<file path="config.mk">
export PLATFORM = sky130hd
export DESIGN_NAME = cpi_top
export DESIGN_NICKNAME = d
export VERILOG_FILES = /design/src/common/cpi_pix_pkg.sv /design/src/common/cpi_cfg_pkg.sv /design/src/verilog/cpi_frame_ctrl.sv /design/src/verilog/cpi_sampler.sv /design/src/pixel_pipe/cpi_pixel_format.sv /design/src/pixel_pipe/cpi_luma_filter.sv /design/src/verilog/cpi_out_fifo.sv /design/src/verilog/cpi_top.sv
export SDC_FILE = /design/constraint.sdc
export NUM_CORES = 1
export LEC_CHECK = 0
export BUFFER_PORTS_ARGS = -buffer_cell sky130_fd_sc_hd__buf_2
export CAP_MARGIN = 20
export CORE_ASPECT_RATIO = 1.1
export CORE_MARGIN = 2
export CORE_UTILIZATION = 55
export DETAILED_ROUTE_END_ITERATION = 8
export PLACE_DENSITY = 0.81
export RECOVER_POWER = 100
export SYNTH_ARGS = -nofsm -noshare
export SYNTH_HDL_FRONTEND = slang
export SYNTH_SLANG_ARGS = --single-unit
</file>
<file path="constraint.sdc">
create_clock -name s_cam_clk_dft -period 5.9 [get_ports s_cam_clk_dft]
set_input_delay 0.885 -clock s_cam_clk_dft [delete_from_list [all_inputs] [get_ports s_cam_clk_dft]]
set_output_delay 0.885 -clock s_cam_clk_dft [all_outputs]
set_load 0.05 [all_outputs]
</file>
<file path="src/common/cpi_pix_pkg.sv">
`default_nettype none

package cpi_pix_pkg;

    // camera side
    typedef logic [7:0] cam_byte_t;

    // colour channel, left-aligned with zero fill
    typedef logic [7:0] chan_t;

    // row or column position inside a frame
    typedef logic [15:0] coord_t;

    // r*cr + g*cg + b*cb, truncated to 17 bits
    typedef logic [16:0] filt_sum_t;

    // word towards the output port
    typedef logic [31:0] pix_word_t;

    typedef struct packed {
        chan_t r;
        chan_t g;
        chan_t b;
    } rgb_t;

    // two bytes captured on one line, first is the earlier one
    typedef struct packed {
        cam_byte_t first;
        cam_byte_t second;
    } cpi_pair_t;

endpackage

`default_nettype wire

</file>
<file path="src/common/cpi_cfg_pkg.sv">
`default_nettype none

package cpi_cfg_pkg;

    import cpi_pix_pkg::*;

    // unused codes fall back to little endian bypass
    typedef enum logic [2:0] {
        FMT_RGB565     = 3'b000,
        FMT_RGB555     = 3'b001,
        FMT_RGB444     = 3'b010,
        FMT_BYP_LITEND = 3'b100,
        FMT_BYP_BIGEND = 3'b101
    } cpi_format_e;

    typedef logic [7:0] coeff_t;

    // 0..9 used, anything above behaves as 0
    typedef logic [3:0] shift_t;

    typedef logic [5:0] drop_cnt_t;

    // only changed while enable is low
    typedef struct packed {
        logic        enable;
        logic        vsync_pol;  // 1 inverts cam vsync
        logic        drop_en;
        drop_cnt_t   drop_val;   // keep one frame out of drop_val+1
        logic        slice_en;
        cpi_format_e format;
        shift_t      shift;
        coord_t      row_len;    // last column index of a row
        coord_t      llx;
        coord_t      lly;
        coord_t      urx;
        coord_t      ury;
        coeff_t      coeff_r;
        coeff_t      coeff_g;
        coeff_t      coeff_b;
    } cpi_cfg_t;

endpackage

`default_nettype wire

</file>
<file path="src/verilog/cpi_frame_ctrl.sv">
`timescale 1ns/1ps
`default_nettype none

module cpi_frame_ctrl (
    input  logic                  s_cam_clk_dft,
    input  logic                  rstn_i,
    input  cpi_cfg_pkg::cpi_cfg_t cfg_i,
    input  logic                  cam_vsync_i,
    output logic                  active_o,
    output logic                  frame_ok_o,
    output logic                  sof_o
);

    import cpi_cfg_pkg::*;

    logic [1:0] en_sync_q;
    logic       en_s;
    logic       vsync_adj;
    logic       vsync_q;
    logic       active_q;
    drop_cnt_t  frame_cnt_q;

    assign en_s      = en_sync_q[1];
    assign vsync_adj = cam_vsync_i ^ cfg_i.vsync_pol;
    assign sof_o     = vsync_adj & ~vsync_q & en_s;  // rising edge of adjusted vsync

    assign active_o   = active_q;
    assign frame_ok_o = active_q & (frame_cnt_q == '0);

    always_ff @(posedge s_cam_clk_dft or negedge rstn_i) begin
        if (!rstn_i) begin
            en_sync_q <= 2'b00;
        end else begin
            en_sync_q <= {en_sync_q[0], cfg_i.enable};
        end
    end

    always_ff @(posedge s_cam_clk_dft or negedge rstn_i) begin
        if (!rstn_i) begin
            vsync_q <= 1'b0;
        end else if (en_s) begin
            vsync_q <= vsync_adj;
        end
    end

    // capture starts on a frame boundary, stops at once
    always_ff @(posedge s_cam_clk_dft or negedge rstn_i) begin
        if (!rstn_i) begin
            active_q <= 1'b0;
        end else if (!en_s) begin
            active_q <= 1'b0;
        end else if (sof_o) begin
            active_q <= 1'b1;
        end
    end

    always_ff @(posedge s_cam_clk_dft or negedge rstn_i) begin
        if (!rstn_i) begin
            frame_cnt_q <= '0;
        end else if (!en_s) begin
            frame_cnt_q <= '0;  // first frame after enable is kept
        end else if (sof_o && active_q) begin
            if (cfg_i.drop_en && (frame_cnt_q != cfg_i.drop_val)) begin
                frame_cnt_q <= frame_cnt_q + 6'd1;
            end else begin
                frame_cnt_q <= '0;
            end
        end
    end

endmodule

`default_nettype wire

</file>
<file path="src/verilog/cpi_sampler.sv">
`timescale 1ns/1ps
`default_nettype none

module cpi_sampler (
    input  logic                   s_cam_clk_dft,
    input  logic                   rstn_i,
    input  cpi_cfg_pkg::cpi_cfg_t  cfg_i,
    input  cpi_pix_pkg::cam_byte_t cam_data_i,
    input  logic                   cam_hsync_i,
    input  logic                   active_i,
    input  logic                   frame_ok_i,
    input  logic                   sof_i,
    output cpi_pix_pkg::cpi_pair_t pair_o,
    output logic                   pair_valid_o
);

    import cpi_pix_pkg::*;

    logic      phase_first_q;
    cam_byte_t first_q;
    coord_t    col_q;
    coord_t    row_q;
    logic      line_on;
    logic      second_byte;
    logic      in_window;

    assign line_on     = cam_hsync_i & active_i;
    assign second_byte = line_on & ~phase_first_q;

    assign in_window = ~cfg_i.slice_en |
                       ((col_q >= cfg_i.llx) && (col_q <= cfg_i.urx) &&
                        (row_q >= cfg_i.lly) && (row_q <= cfg_i.ury));

    // second byte goes straight through, registered downstream
    assign pair_o       = '{first: first_q, second: cam_data_i};
    assign pair_valid_o = second_byte & frame_ok_i & in_window;

    always_ff @(posedge s_cam_clk_dft or negedge rstn_i) begin
        if (!rstn_i) begin
            phase_first_q <= 1'b1;
        end else if (!line_on) begin
            phase_first_q <= 1'b1;  // realign on every line
        end else begin
            phase_first_q <= ~phase_first_q;
        end
    end

    always_ff @(posedge s_cam_clk_dft) begin
        if (line_on && phase_first_q) begin
            first_q <= cam_data_i;
        end
    end

    always_ff @(posedge s_cam_clk_dft or negedge rstn_i) begin
        if (!rstn_i) begin
            col_q <= '0;
            row_q <= '0;
        end else if (sof_i || !active_i) begin
            col_q <= '0;
            row_q <= '0;
        end else if (second_byte && cfg_i.slice_en) begin
            if (col_q == cfg_i.row_len) begin
                col_q <= '0;
                row_q <= row_q + 16'd1;
            end else begin
                col_q <= col_q + 16'd1;
            end
        end
    end

endmodule

`default_nettype wire

</file>
<file path="src/pixel_pipe/cpi_pixel_format.sv">
`timescale 1ns/1ps
`default_nettype none

module cpi_pixel_format (
    input  logic                   s_cam_clk_dft,
    input  logic                   rstn_i,
    input  cpi_cfg_pkg::cpi_cfg_t  cfg_i,
    input  cpi_pix_pkg::cpi_pair_t pair_i,
    input  logic                   pair_valid_i,
    output cpi_pix_pkg::rgb_t      rgb_o,
    output logic                   rgb_valid_o,
    output cpi_pix_pkg::pix_word_t byp_o,
    output logic                   byp_valid_o
);

    import cpi_cfg_pkg::*;
    import cpi_pix_pkg::*;

    rgb_t        rgb_d;
    logic [15:0] byp_d;
    logic        is_rgb;

    always_comb begin
        rgb_d  = '0;
        byp_d  = {pair_i.first, pair_i.second};  // little endian unless overridden
        is_rgb = 1'b1;
        case (cfg_i.format)
            FMT_RGB565: begin
                rgb_d.r = {pair_i.first[7:3], 3'b000};
                rgb_d.g = {pair_i.first[2:0], pair_i.second[7:5], 2'b00};
                rgb_d.b = {pair_i.second[4:0], 3'b000};
            end
            FMT_RGB555: begin
                rgb_d.r = {pair_i.first[6:2], 3'b000};
                rgb_d.g = {pair_i.first[1:0], pair_i.second[7:5], 3'b000};
                rgb_d.b = {pair_i.second[4:0], 3'b000};
            end
            FMT_RGB444: begin
                rgb_d.r = {pair_i.first[3:0], 4'b0000};
                rgb_d.g = {pair_i.second[7:4], 4'b0000};
                rgb_d.b = {pair_i.second[3:0], 4'b0000};
            end
            FMT_BYP_BIGEND: begin
                is_rgb = 1'b0;
                byp_d  = {pair_i.second, pair_i.first};
            end
            default: is_rgb = 1'b0;
        endcase
    end

    always_ff @(posedge s_cam_clk_dft or negedge rstn_i) begin
        if (!rstn_i) begin
            rgb_valid_o <= 1'b0;
            byp_valid_o <= 1'b0;
        end else begin
            rgb_valid_o <= pair_valid_i & is_rgb;
            byp_valid_o <= pair_valid_i & ~is_rgb;
        end
    end

    always_ff @(posedge s_cam_clk_dft) begin
        if (pair_valid_i && is_rgb) begin
            rgb_o <= rgb_d;
        end
        if (pair_valid_i && !is_rgb) begin
            byp_o <= pix_word_t'(byp_d);
        end
    end

endmodule

`default_nettype wire

</file>
<file path="src/pixel_pipe/cpi_luma_filter.sv">
`timescale 1ns/1ps
`default_nettype none

module cpi_luma_filter (
    input  logic                   s_cam_clk_dft,
    input  logic                   rstn_i,
    input  cpi_cfg_pkg::cpi_cfg_t  cfg_i,
    input  cpi_pix_pkg::rgb_t      rgb_i,
    input  logic                   rgb_valid_i,
    input  cpi_pix_pkg::pix_word_t byp_i,
    input  logic                   byp_valid_i,
    output cpi_pix_pkg::pix_word_t word_o,
    output logic                   word_valid_o
);

    import cpi_pix_pkg::*;

    logic [15:0] prod_r;
    logic [15:0] prod_g;
    logic [15:0] prod_b;
    filt_sum_t   sum_d;
    filt_sum_t   sum_q;
    logic        sum_valid_q;
    filt_sum_t   sum_shr;

    assign prod_r = rgb_i.r * cfg_i.coeff_r;
    assign prod_g = rgb_i.g * cfg_i.coeff_g;
    assign prod_b = rgb_i.b * cfg_i.coeff_b;
    assign sum_d  = filt_sum_t'(prod_r) + filt_sum_t'(prod_g) + filt_sum_t'(prod_b);

    // shifts above 9 pass the sum unshifted
    assign sum_shr = (cfg_i.shift > 4'd9) ? sum_q : (sum_q >> cfg_i.shift);

    always_ff @(posedge s_cam_clk_dft or negedge rstn_i) begin
        if (!rstn_i) begin
            sum_valid_q  <= 1'b0;
            word_valid_o <= 1'b0;
        end else begin
            sum_valid_q  <= rgb_valid_i;
            word_valid_o <= sum_valid_q | byp_valid_i;
        end
    end

    always_ff @(posedge s_cam_clk_dft) begin
        if (rgb_valid_i) begin
            sum_q <= sum_d;
        end
        if (sum_valid_q) begin
            word_o <= pix_word_t'(sum_shr[15:0]);
        end else if (byp_valid_i) begin
            word_o <= byp_i;
        end
    end

endmodule

`default_nettype wire

</file>
<file path="src/verilog/cpi_out_fifo.sv">
`timescale 1ns/1ps
`default_nettype none

module cpi_out_fifo #(
    parameter int unsigned FIFO_DEPTH = 8
) (
    input  logic                   s_cam_clk_dft,
    input  logic                   rstn_i,
    input  logic                   flush_i,
    input  cpi_pix_pkg::pix_word_t wr_data_i,
    input  logic                   wr_valid_i,
    output cpi_pix_pkg::pix_word_t rd_data_o,
    output logic                   rd_valid_o,
    input  logic                   rd_ready_i,
    output logic                   overflow_o
);

    import cpi_pix_pkg::*;

    localparam int unsigned PTR_W = (FIFO_DEPTH > 1) ? $clog2(FIFO_DEPTH) : 1;
    localparam int unsigned CNT_W = $clog2(FIFO_DEPTH + 1);

    pix_word_t        mem [FIFO_DEPTH];
    logic [PTR_W-1:0] wr_ptr_q;
    logic [PTR_W-1:0] rd_ptr_q;
    logic [CNT_W-1:0] count_q;
    logic             full;
    logic             wr_en;
    logic             rd_en;

    assign full       = (count_q == CNT_W'(FIFO_DEPTH));
    assign wr_en      = wr_valid_i & ~full & ~flush_i;
    assign rd_en      = rd_valid_o & rd_ready_i;
    assign rd_valid_o = (count_q != '0);
    assign rd_data_o  = mem[rd_ptr_q];

    always_ff @(posedge s_cam_clk_dft or negedge rstn_i) begin
        if (!rstn_i) begin
            wr_ptr_q   <= '0;
            rd_ptr_q   <= '0;
            count_q    <= '0;
            overflow_o <= 1'b0;
        end else if (flush_i) begin
            wr_ptr_q   <= '0;
            rd_ptr_q   <= '0;
            count_q    <= '0;
            overflow_o <= 1'b0;
        end else begin
            if (wr_en) begin
                wr_ptr_q <= (wr_ptr_q == PTR_W'(FIFO_DEPTH - 1)) ? '0 : wr_ptr_q + 1'b1;
            end
            if (rd_en) begin
                rd_ptr_q <= (rd_ptr_q == PTR_W'(FIFO_DEPTH - 1)) ? '0 : rd_ptr_q + 1'b1;
            end
            count_q <= count_q + CNT_W'(wr_en) - CNT_W'(rd_en);
            if (wr_valid_i && full) begin
                overflow_o <= 1'b1;  // word lost, camera can't stall
            end
        end
    end

    always_ff @(posedge s_cam_clk_dft) begin
        if (wr_en) begin
            mem[wr_ptr_q] <= wr_data_i;
        end
    end

endmodule

`default_nettype wire

</file>
<file path="src/verilog/cpi_top.sv">
`timescale 1ns/1ps
`default_nettype none

module cpi_top #(
    parameter int unsigned FIFO_DEPTH = 8
) (
    input  logic                   s_cam_clk_dft,
    input  logic                   rstn_i,
    input  cpi_cfg_pkg::cpi_cfg_t  cfg_i,
    input  cpi_pix_pkg::cam_byte_t cam_data_i,
    input  logic                   cam_hsync_i,
    input  logic                   cam_vsync_i,
    output cpi_pix_pkg::pix_word_t out_data_o,
    output logic                   out_valid_o,
    input  logic                   out_ready_i,
    output logic                   overflow_o,
    output logic                   frame_evt_o
);

    import cpi_pix_pkg::*;

    logic      active;
    logic      frame_ok;
    logic      sof;

    cpi_pair_t pair;
    logic      pair_valid;

    rgb_t      rgb;
    logic      rgb_valid;
    pix_word_t byp;
    logic      byp_valid;

    pix_word_t word;
    logic      word_valid;

    assign frame_evt_o = sof;

    cpi_frame_ctrl u_frame_ctrl (
        .s_cam_clk_dft ( s_cam_clk_dft ),
        .rstn_i        ( rstn_i        ),
        .cfg_i         ( cfg_i         ),
        .cam_vsync_i   ( cam_vsync_i   ),
        .active_o      ( active        ),
        .frame_ok_o    ( frame_ok      ),
        .sof_o         ( sof           )
    );

    cpi_sampler u_sampler (
        .s_cam_clk_dft ( s_cam_clk_dft ),
        .rstn_i        ( rstn_i        ),
        .cfg_i         ( cfg_i         ),
        .cam_data_i    ( cam_data_i    ),
        .cam_hsync_i   ( cam_hsync_i   ),
        .active_i      ( active        ),
        .frame_ok_i    ( frame_ok      ),
        .sof_i         ( sof           ),
        .pair_o        ( pair          ),
        .pair_valid_o  ( pair_valid    )
    );

    cpi_pixel_format u_pixel_format (
        .s_cam_clk_dft ( s_cam_clk_dft ),
        .rstn_i        ( rstn_i        ),
        .cfg_i         ( cfg_i         ),
        .pair_i        ( pair          ),
        .pair_valid_i  ( pair_valid    ),
        .rgb_o         ( rgb           ),
        .rgb_valid_o   ( rgb_valid     ),
        .byp_o         ( byp           ),
        .byp_valid_o   ( byp_valid     )
    );

    cpi_luma_filter u_luma_filter (
        .s_cam_clk_dft ( s_cam_clk_dft ),
        .rstn_i        ( rstn_i        ),
        .cfg_i         ( cfg_i         ),
        .rgb_i         ( rgb           ),
        .rgb_valid_i   ( rgb_valid     ),
        .byp_i         ( byp           ),
        .byp_valid_i   ( byp_valid     ),
        .word_o        ( word          ),
        .word_valid_o  ( word_valid    )
    );

    cpi_out_fifo #(
        .FIFO_DEPTH ( FIFO_DEPTH )
    ) u_out_fifo (
        .s_cam_clk_dft ( s_cam_clk_dft ),
        .rstn_i        ( rstn_i        ),
        .flush_i       ( ~cfg_i.enable ),  // drop stored words while disabled
        .wr_data_i     ( word          ),
        .wr_valid_i    ( word_valid    ),
        .rd_data_o     ( out_data_o    ),
        .rd_valid_o    ( out_valid_o   ),
        .rd_ready_i    ( out_ready_i   ),
        .overflow_o    ( overflow_o    )
    );

endmodule

`default_nettype wire

</file>
After elaboration in Yosys (flattened, before gate mapping)
Memories as Yosys holds them, arrays and structs flattened. Cells that the tools add are included.

Output and inout bits: 35. Input port bits: 134. Memories: 1. Register bits after elaboration: 139. Bits in writable memories: 128.

Memories: u_out_fifo.mem (depth 8, width 16, rd ports 1, clocked after memory_dff 0, wr ports 1, line cpi_out_fifo.sv:23) `pix_word_t mem [FIFO_DEPTH];`.

Multipliers: 3. Equal/unequal tests: 13. Bitwise operators: 20. Multiplexer cells: 29. Shift operators: 1. Reduce and logical (&&, ||, !) cells: 21. $lt $le $gt $ge: 5. Add/subtract/negate cells: 9.

Operators by type and width (count): $mux 16 (10); $pmux 24 s3 (1); $mul 8x8->16 (3); $add 16x1->16 const B (2); $ge 16x16->1 (2); $le 16x16->1 (2); $mux 3 (6); $mux 6 (3); $add 16x16->17 (1); $add 17x16->17 (1); $shr 17x4->16 (1); $eq 16x16->1 (1); $and 1x1->1 (12); $logic_and 1x1->1 (10); $eq 3x3->1 const B (3); $mux 1 (8); $ne 2x1->1 const B (4); $add 3x1->3 const B (2); $add 6x1->6 const B (1); $logic_not 6->1 (1); $ne 6x6->1 (1); $reduce_bool 2->1 (3); $not 1->1 (5); $add 4x1->4 (1); 15 further kinds (17).

Logic depth before layout (Yosys ltp)
Gate-level depths: netlist of run 1.

Depth in word-level cells: 7. Depth in mapped cells: 24.

Cells and area by module
Synthesis of run 1 repeated with hierarchy kept, for this count alone.

Cells, all modules: 2042. Area, all modules: 26026.2 um^2.

By module, submodules not included: cpi_out_fifo (area each 10447.5 um^2, cells each 449, times used 1, seq. area each 7962.6 um^2); cpi_luma_filter (area each 9382.7 um^2, cells each 970, times used 1, seq. area each 1361.3 um^2); cpi_sampler (area each 3843.7 um^2, cells each 437, times used 1, seq. area each 1067.3 um^2); cpi_pixel_format (area each 1805.5 um^2, cells each 131, times used 1, seq. area each 1011.0 um^2); cpi_frame_ctrl (area each 543.0 um^2, cells each 54, times used 1, seq. area each 250.2 um^2); cpi_top (area each 3.8 um^2, cells each 1, times used 1, seq. area each 0.0 um^2).

Least setup slack after synthesis of run 1
No wires, ideal clock.

Kind: input to register. Start point: input cfg_i[21] (netlist name). End point: register u_luma_filter.sum_q[15], data pin. Required time: 5.642 ns. Slack: -0.558 ns. Path buffers: 0. Library setup time: 0.258 ns. Arrival time: 6.201 ns. Stages: 19. Cell sequence: and2_1 > fa_1 > inv_1 > fa_1 > inv_1 > fa_1 > fa_1 > inv_1 > fa_1 > fa_1 > fa_1 > inv_1 > ha_1 > a21oi_1 > o21bai_1 > a2111o_1 > a31o_2 > a21oi_1 > xnor2_1.

Cells in the longest elaborated chain, start to end: 3.

RTL lines: start, declared (line cpi_top.sv:9) `input cpi_cfg_pkg::cpi_cfg_t cfg_i,`; $mul 8x8->16 (line cpi_luma_filter.sv:26) `assign prod_r = rgb_i.r * cfg_i.coeff_r;`; $add 16x16->17 (line cpi_luma_filter.sv:29) `assign sum_d = filt_sum_t'(prod_r) + filt_sum_t'(prod_g) + filt_sum_t'(prod_b);`; $add 17x16->17 (line cpi_luma_filter.sv:29); via u_luma_filter.sum_d[15] (line cpi_luma_filter.sv:21) `filt_sum_t sum_d;`; end signal, assigned (line cpi_luma_filter.sv:46) `sum_q <= sum_d;`; end, declared (line cpi_luma_filter.sv:22) `filt_sum_t sum_q;`.

The timed path passes the listed nets, and every way through them passes these cells. A chain may end at the register's enable or synchronous reset.

Worst setup path after layout of run 1
Start point: register u_pixel_format.rgb_o[21] (netlist name). End point: register u_luma_filter.sum_q[15], data pin.

Cells in the longest elaborated chain, start to end: 3.

RTL lines: start, declared (line cpi_pixel_format.sv:10) `output cpi_pix_pkg::rgb_t rgb_o,`; start signal, assigned (line cpi_pixel_format.sv:63) `rgb_o <= rgb_d;`; $mul 8x8->16 (line cpi_luma_filter.sv:26); $add 16x16->17 (line cpi_luma_filter.sv:29); $add 17x16->17 (line cpi_luma_filter.sv:29); via u_luma_filter.sum_d[15] (line cpi_luma_filter.sv:21).

The timed path passes the listed nets, and every way through them passes these cells.

==> results of run 1 <==
layer usage:
layer	vias to the layer above	wire, um	GRT usage, %
met5	-	64	0
met4	10	1220	8.54
met3	88	1840	3.42
met2	351	21400	43.8
met1	6142	15600	29.0
li1	5760	-	-
per-stage QoR:
stage	setup WS [ns]	power (mW)	cells
global route	-0.263	6.91	2217
floorplan	-0.179	3.96	1588
finish	-0.0650	6.47	2219
detailed placement	-0.570	4.70	2159
CTS	-0.0795	6.48	2211
global placement	-0.419	4.57	2159
state kept, by name, summed over array words and instances, names as in the netlist:
register                    cells
u_frame_ctrl.active_o           1
u_frame_ctrl.en_sync_q          2
u_frame_ctrl.frame_cnt_q        6
u_frame_ctrl.vsync_q            1
u_luma_filter.sum_q            15
u_luma_filter.sum_valid_q       1
u_luma_filter.word_o           16
u_luma_filter.word_valid_o      1
u_out_fifo.count_q              4
u_out_fifo.mem                128
u_out_fifo.overflow_o           1
u_out_fifo.rd_ptr_q             3
u_out_fifo.wr_ptr_q             3
u_pixel_format.byp_o           16
u_pixel_format.byp_valid_o      1
u_pixel_format.rgb_o           16
u_pixel_format.rgb_valid_o      1
u_sampler.col_q                16
u_sampler.first_q               8
u_sampler.phase_first_q         1
u_sampler.row_q                16
cells in the final DEF, fill, tap and decap left out, drive strengths merged, types with 23 or more instances in the layout:
cell    count
dfrtp      57
nand4      23
clkbuf     71
edfxtp    199
nand2     114
inv       244
nor2       91
fa        102
buf       170
a21oi      54
xnor2      25
xor2       36
ha        168
o21ai      42
and2       99
mux4       32
mux2       38
path summary, 6_finish.rpt:
path / end / from / slack [ns] / depth (start not counted)
min: u_frame_ctrl.en_sync_q[1] / u_frame_ctrl.en_sync_q[0] / 0.36 / 0
max: u_luma_filter.sum_q[15] / u_pixel_format.rgb_o[21] / -0.06 / 19
min reg2reg: u_frame_ctrl.en_sync_q[1] / u_frame_ctrl.en_sync_q[0] / 0.36 / 0
max in group asynchronous: u_out_fifo.rd_ptr_q[0] / rstn_i / 2.40 / 2
max reg2reg: u_luma_filter.sum_q[15] / u_pixel_format.rgb_o[21] / -0.06 / 19
min in group asynchronous: u_frame_ctrl.vsync_q / rstn_i / 1.49 / 2
repair_timing:
item                                   CTS  global route
resized for setup                        6            12
setup buffers                            8             4
setup endpoints to repair                4             6
cloned                                   0             0
pin swaps                                3            19
endpoints found under the hold margin    0             0
kinds of logic after synthesis:
| kind of cell | after synthesis | share of synthesized area, % |
|---|---|---|
| multiplexers | 92 | 7.63 |
| XOR/XNOR | 61 | 2.98 |
| buffers and inverters | 299 | 6.66 |
| other | 1 | 0.0209 |
| AO/OA/AOI/OAI | 177 | 6.36 |
| AND/OR/NAND/NOR | 416 | 11.8 |
| flip-flops | 257 | 41.4 |
| adder cells (fa/ha/maj) | 270 | 23.1 |
area by class of cell:
cell class | count | area (um^2) | share of cell area [%]
inverters | 245 | 920 | 4.53
diodes | 5 | 12.5 | 0.0616
multi-input cells | 1032 | 9460 | 46.6
repair buffers | 210 | 1120 | 5.53
clock buffers | 31 | 648 | 3.19
well taps | 426 | 533 | 2.62
flip-flops and latches | 257 | 7430 | 36.6
clock inverters | 13 | 186 | 0.918
power by group through the flow:
stage | combinational, mW | sequential, mW | clock [mW]
after floorplan | 1.86 | 2.10 | 0
after global placement | 2.46 | 2.11 | 0
after detailed placement | 2.59 | 2.11 | 0
after CTS | 2.74 | 2.07 | 1.66
after global routing | 3.10 | 2.08 | 1.73
final | 2.76 | 2.07 | 1.63
==> insert_results.sql, run 1 <==
INSERT INTO impl_metrics (metric_group, metric, value, unit) VALUES
('global_route', 'pin_count_of_the_biggest_net_entering_global_routing', '59', ''),
('synthesis', 'yosys_warnings', '0', ''),
('die', 'top_level_ports', '169', ''),
('detailed_routing', 'first_iter_violations', '830', ''),
('sta', 'timing.final.ws_setup', '-0.0650', 'ns'),
('worst_setup_path', 'path_class', 'flop to flop', ''),
('worst_setup_path', 'crit_path_max_incr_delay', '0.54', 'ns'),
('worst_setup_path', 'cp_data_required_time', '6.15', 'ns'),
('final_layout', 'fillCellCount', '2449', ''),
('synthesis', 'synth_enable_flop_cells', '199', ''),
('worst_setup_path', 'critPathArrivalTime', '6.22', 'ns'),
('worst_setup_path', 'end_kind', 'flop', ''),
('detailed_routing', 'ant_nets', '0', ''),
('sta', 'hold_viol_final', '0', ''),
('power', 'power_density', '319', 'nW/um^2'),
('synthesis', 'post_synth_inst_count', '1573', ''),
('synthesis', 'yosys.area.top_type_share', '33.3', '%'),
('clock_network', 'cts-root-buf', 'clkbuf_16', ''),
('worst_setup_path', 'timing.critical_path.fanout_max', '4', ''),
('place', 'gp_congestion', '0.953', ''),
('final_layout', 'postLayoutCoreUtil', '63.1', '%'),
('flow_run', 'maxCapViolations', '7', ''),
('die', 'fp.coreArea', '32200', 'um^2'),
('synthesis', 'synth_area', '17900', 'um^2'),
('place', 'post_dp_cell_area', '19500', 'um^2'),
('run_status', 'failed_checks', 'capacitance limit, slew limit, setup timing', ''),
('synthesis', 'synth_most_common_cell', 'inv_1', ''),
('place', 'place.detailed.hpwl', '30.3', 'mm'),
('synthesis', 'postSynth.asyncResetShare', '22.6', '%'),
('sta', 'finalClockSkew', '0.0202', 'ns'),
('power', 'power.static_leakage', '9.00', 'nW'),
('clock_network', 'number_of_buffers_created_by_cts', '24', ''),
('global_route', 'first_global_vias', '12984', ''),
('clock_network', 'clock_sink_count', '257', ''),
('power', 'power.switching', '2.08', 'mW'),
('detailed_routing', 'remaining_drc_errors', '0', ''),
('sta', 'grt_setup_unrepaired', 'true', ''),
('power', 'seq_power_share', '32.0', '%'),
('worst_setup_path', 'cp-start-kind', 'flop', ''),
('detailed_routing', 'route.detailed.vias_per_inst', '5.57', ''),
('run_status', 'result_of_the_run', 'complete, but fails checks', ''),
('power', 'cellInternalPower', '4.39', 'mW'),
('clock_network', 'cts_hold_repair_buffers', '0', ''),
('die', 'chipHeight', '193', 'um'),
('synthesis', 'synth.area.top_cells', 'edfxtp_1 33%, ha_1 12%, fa_1 11%', ''),
('sta', 'timing.slew.headroom', '-109', '%'),
('sta', 'report.final.setup_viol', '2', ''),
('power', 'power_frac_clock', '25.3', '%'),
('die', 'area_of_the_die', '34100', 'um^2'),
('sta', 'hold_slack', '0.364', 'ns'),
('clock_network', 'cts-root-to-sink-buffers', '3', ''),
('sta', 'layout_worst_path_cycle_share', '101', '%'),
('synthesis', 'synth_ff_type', 'edfxtp_1', ''),
('worst_setup_path', 'cp_top_family', 'adder cells', ''),
('power', 'comb_power_share', '42.7', '%'),
('die', 'floorplan.initialDensity', '55.7', '%'),
('synthesis', 'netlist.top_cell.by_area', 'edfxtp_1', ''),
('global_route', 'antenna_found_initial', '9', ''),
('detailed_routing', 'routedWlPerCell', '18.1', 'um'),
('sta', 'timing_max_transition_violations_final', '192', ''),
('min_path', 'class_of_the_worst_hold_path', 'flop to flop', ''),
('clock_network', 'cts_tree', 'built', ''),
('power', 'max-vdd-ir-drop', '0.297', 'mV'),
('detailed_routing', 'route.vias.total', '12351', ''),
('worst_setup_path', 'most_repeated_library_cell_on_the_critical_path', 'fa_1', ''),
('power', 'power.share.switching', '32.1', '%'),
('detailed_routing', 'detail_route.first_pass.iterations', '5', ''),
('final_layout', 'post-route-cell-area', '20300', 'um^2'),
('place', 'io_buffer_count', '152', ''),
('global_route', 'grt_pass1_wl', '65.2', 'mm'),
('global_route', 'track_usage', '24.1', '%');
Note: power is estimated with default switching activity, not from simulation.
==> inputs of run 2 (changes only) <==
--- a/config.mk
+++ b/config.mk
@@ -9,9 +9,9 @@
 export CAP_MARGIN = 20
 export CORE_ASPECT_RATIO = 1.1
 export CORE_MARGIN = 2
-export CORE_UTILIZATION = 55
+export CORE_UTILIZATION = 63
 export DETAILED_ROUTE_END_ITERATION = 8
-export PLACE_DENSITY = 0.81
+export PLACE_DENSITY = 0.87
 export RECOVER_POWER = 100
 export SYNTH_ARGS = -nofsm -noshare
 export SYNTH_HDL_FRONTEND = slang
==> constraint.sdc (replaced) <==
create_clock -name s_cam_clk_dft -period 7.15 [get_ports s_cam_clk_dft]
set_input_delay 1.0725 -clock s_cam_clk_dft [delete_from_list [all_inputs] [get_ports s_cam_clk_dft]]
set_output_delay 1.0725 -clock s_cam_clk_dft [all_outputs]
set_load 0.05 [all_outputs]
==> run 2 against run 1 <==
The run ends with capacitance limit, slew limit left; global-route usage increased by 2.9 points; sequential share of layout area increased by 1.3 points; design area decreased by 3.5%; combinational power decreased by 35%; clock power decreased by 28%; setup slack improved by 0.74 ns; total power decreased by 27%; die area decreased by 12%; critical path type is now input pin to flop; largest cell class unchanged; highest routed layer is now met4.
==> insert_results.sql, run 2 (synthesis gave the netlist of run 1 again) <==
INSERT INTO impl_metrics (metric_group, metric, value, unit) VALUES
('sta', 'grt_setup_unrepaired', 'false', ''),
('power', 'power.static_leakage', '8.69', 'nW'),
('clock_network', 'clock_sink_count', '257', ''),
('min_path', 'hp-start', 'u_frame_ctrl.en_sync_q[0]', ''),
('sta', 'layout_worst_path_cycle_share', '90.5', '%'),
('die', 'std_cell_rows', '64', ''),
('worst_setup_path', 'critPathArrivalTime', '6.74', 'ns'),
('power', 'max-vdd-ir-drop', '0.227', 'mV'),
('min_path', 'min_delay_path_depth', '0', ''),
('clock_network', 'cts_resized', '0', ''),
('sta', 'worst_pin_slew', '3.18', 'ns'),
('die', 'area_of_the_die', '29800', 'um^2'),
('worst_setup_path', 'cp_data_required_time', '7.42', 'ns'),
('run_status', 'failed_checks', 'capacitance limit, slew limit', ''),
('detailed_routing', 'detail_route.first_pass.iterations', '5', ''),
('final_layout', 'largest_reg_flops', '128', ''),
('run_status', 'result_of_the_run', 'complete, but fails checks', ''),
('final_layout', 'layout_common_cells', '244 x inv_1, 199 x edfxtp_1, 168 x ha_1', ''),
('clock_network', 'number_of_buffers_created_by_cts', '25', ''),
('clock_network', 'cts_hold_repair_buffers', '0', ''),
('final_layout', 'fillCellCount', '1920', ''),
('power', 'power_density', '240', 'nW/um^2'),
('final_layout', 'max_flop_register', 'u_out_fifo.mem', ''),
('global_route', 'pin_count_of_the_biggest_net_entering_global_routing', '59', ''),
('min_path', 'class_of_the_worst_hold_path', 'flop to flop', ''),
('detailed_routing', 'route.vias.total', '12162', ''),
('global_route', 'first_global_vias', '12880', ''),
('sta', 'finalClockSkew', '0.0242', 'ns'),
('sta', 'timing.fmax', '154', 'MHz'),
('detailed_routing', 'routedWlPerCell', '18.3', 'um'),
('worst_setup_path', 'timing.critical_path.fanout_max', '5', ''),
('final_layout', 'flow.area_growth_from_synthesis', '9.33', '%'),
('place', 'gp_congestion', '0.942', ''),
('global_route', 'grt_pass1_wl', '63.7', 'mm'),
('detailed_routing', 'route.detailed.vias_per_inst', '5.78', ''),
('detailed_routing', 'first_iter_violations', '865', ''),
('sta', 'hold_viol_final', '0', ''),
('clock_network', 'cts-root-to-sink-buffers', '3', ''),
('detailed_routing', 'ant_nets', '0', ''),
('detailed_routing', 'remaining_drc_errors', '0', ''),
('sta', 'timing.slew.headroom', '-112', '%'),
('place', 'place.detailed.hpwl', '29.0', 'mm'),
('final_layout', 'mostFrequentLayoutCell', 'inv_1', ''),
('sta', 'hold_slack', '0.374', 'ns'),
('worst_setup_path', 'path_class', 'input pin to flop', ''),
('worst_setup_path', 'end_kind', 'flop', ''),
('worst_setup_path', 'reg2reg_depth', '19', ''),
('worst_setup_path', 'cp-start-kind', 'input pin', ''),
('flow_run', 'maxCapViolations', '13', ''),
('final_layout', 'net_count_of_the_finished_layout', '2121', ''),
('clock_network', 'post_cts_setup_buffers', '0', ''),
('global_route', 'track_usage', '26.9', '%'),
('final_layout', 'drive_gt1_share', '13.4', '%'),
('clock_network', 'cts-root-buf', 'clkbuf_16', ''),
('clock_network', 'path_clk_slew', '0.07', 'ns'),
('detailed_routing', 'totalWireLength', '38.4', 'mm'),
('global_route', 'grt_overflow', '0', ''),
('sta', 'timing.final.crit_period', '6.47', 'ns'),
('clock_network', 'insertion_delay', '0.54', 'ns'),
('worst_setup_path', 'regToRegSetupSlack', '0.77', 'ns'),
('sta', 'fin_tns_setup', '0', 'ns'),
('min_path', 'min_delay_worst_endpoint', 'u_frame_ctrl.en_sync_q[1]', ''),
('clock_network', 'cts_tree', 'built', ''),
('place', 'io_buffer_count', '152', ''),
('die', 'floorplan.initialDensity', '64.2', '%'),
('worst_setup_path', 'timing.rr.start', 'u_pixel_format.rgb_o[19]', ''),
('die', 'die_w', '165', 'um'),
('sta', 'report.final.setup_viol', '0', ''),
('place', 'placement.setup.worst_slack', '0.160', 'ns'),
('sta', 'timing.final.ws_setup', '0.677', 'ns'),
('global_route', 'antenna_found_initial', '7', ''),
('sta', 'timing_max_transition_violations_final', '281', ''),
('clock_network', 'cts-htree-levels', '1', ''),
('die', 'top_level_ports', '169', ''),
('die', 'fp.coreArea', '27900', 'um^2'),
('worst_setup_path', 'rr_endpoint', 'u_luma_filter.sum_q[15]', ''),
('die', 'chipHeight', '181', 'um');
[run 2: cell types whose count changed in the layout (fill, tap and decap cells not counted), moves of 3 or more]
cell,delta
inv_2,-5
inv_1,+5
ha_4,-5
clkbuf_1,-3
ha_1,+5
buf_4,-44
a21oi_1,+4
and2_0,+4
bufinv_16,-5
a21oi_2,-3
and2_4,-3
[run 2: area by class of cell]
cell class	instances	area [um^2]	share of cell area [%]
Timing Repair Buffer	156	738	3.77
Tap cell	363	454	2.32
Sequential cell	257	7430	37.9
Antenna cell	7	17.5	0.0893
Clock inverter	9	63.8	0.325
Inverter	245	920	4.69
Multi-Input combinational cell	1032	9330	47.6
Clock buffer	34	659	3.36
[run 2: worst max path at each step]
stage                         start                       to  slack (ns)  cells past startpoint
after global placement    cfg_i[21]  u_luma_filter.sum_q[15]        0.25                     20
final                     cfg_i[21]  u_luma_filter.sum_q[15]        0.68                     20
after floorplan           cfg_i[21]  u_luma_filter.sum_q[15]        0.50                     19
after CTS                 cfg_i[21]  u_luma_filter.sum_q[15]        0.71                     20
after global routing      cfg_i[21]  u_luma_filter.sum_q[15]        0.37                     20
after detailed placement  cfg_i[21]  u_luma_filter.sum_q[15]        0.16                     20
[run 2: per-layer routing]
| metal | GRT usage (%) | up-vias | part of all wire, % |
|---|---|---|---|
| met5 | 0 | - | 0 |
| met4 | 11.9 | 0 | 4.4 |
| met3 | 3.40 | 126 | 4.9 |
| met2 | 46.7 | 397 | 51 |
| met1 | 33.8 | 5990 | 40 |
| li1 | - | 5649 | - |
[run 2: stage by stage]
stage | instances | area (um^2) | util [%] | total power [mW]
2_1_floorplan | 1588 | 18000 | - | 3.17
3_3_place_gp | 2052 | 19000 | 68.0 | 3.46
3_5_place_dp | 2053 | 19000 | 68.1 | 3.57
4_1_cts | 2096 | 19800 | 70.7 | 4.75
5_1_grt | 2100 | 19600 | 70.1 | 5.02
6_report | 2103 | 19600 | 70.2 | 4.70
[run 2: critical path: stages]
cell,delay (ns)
clkbuf_1,0.13
and2_0,0.21
fa_1,0.53
inv_1,0.05
fa_1,0.53
inv_1,0.05
fa_1,0.46
fa_1,0.51
inv_1,0.05
fa_1,0.46
fa_1,0.52
fa_1,0.55
inv_1,0.04
ha_1,0.33
a21oi_1,0.22
o21bai_1,0.11
a2111o_1,0.43
a31o_2,0.24
a21oi_1,0.17
xnor2_1,0.08
[run 2: power by group]
group          internal [mW]  switching [mW]  total, mW
Combinational          0.772            1.01       1.79
Clock                  0.651           0.534       1.18
Sequential              1.69          0.0361       1.73
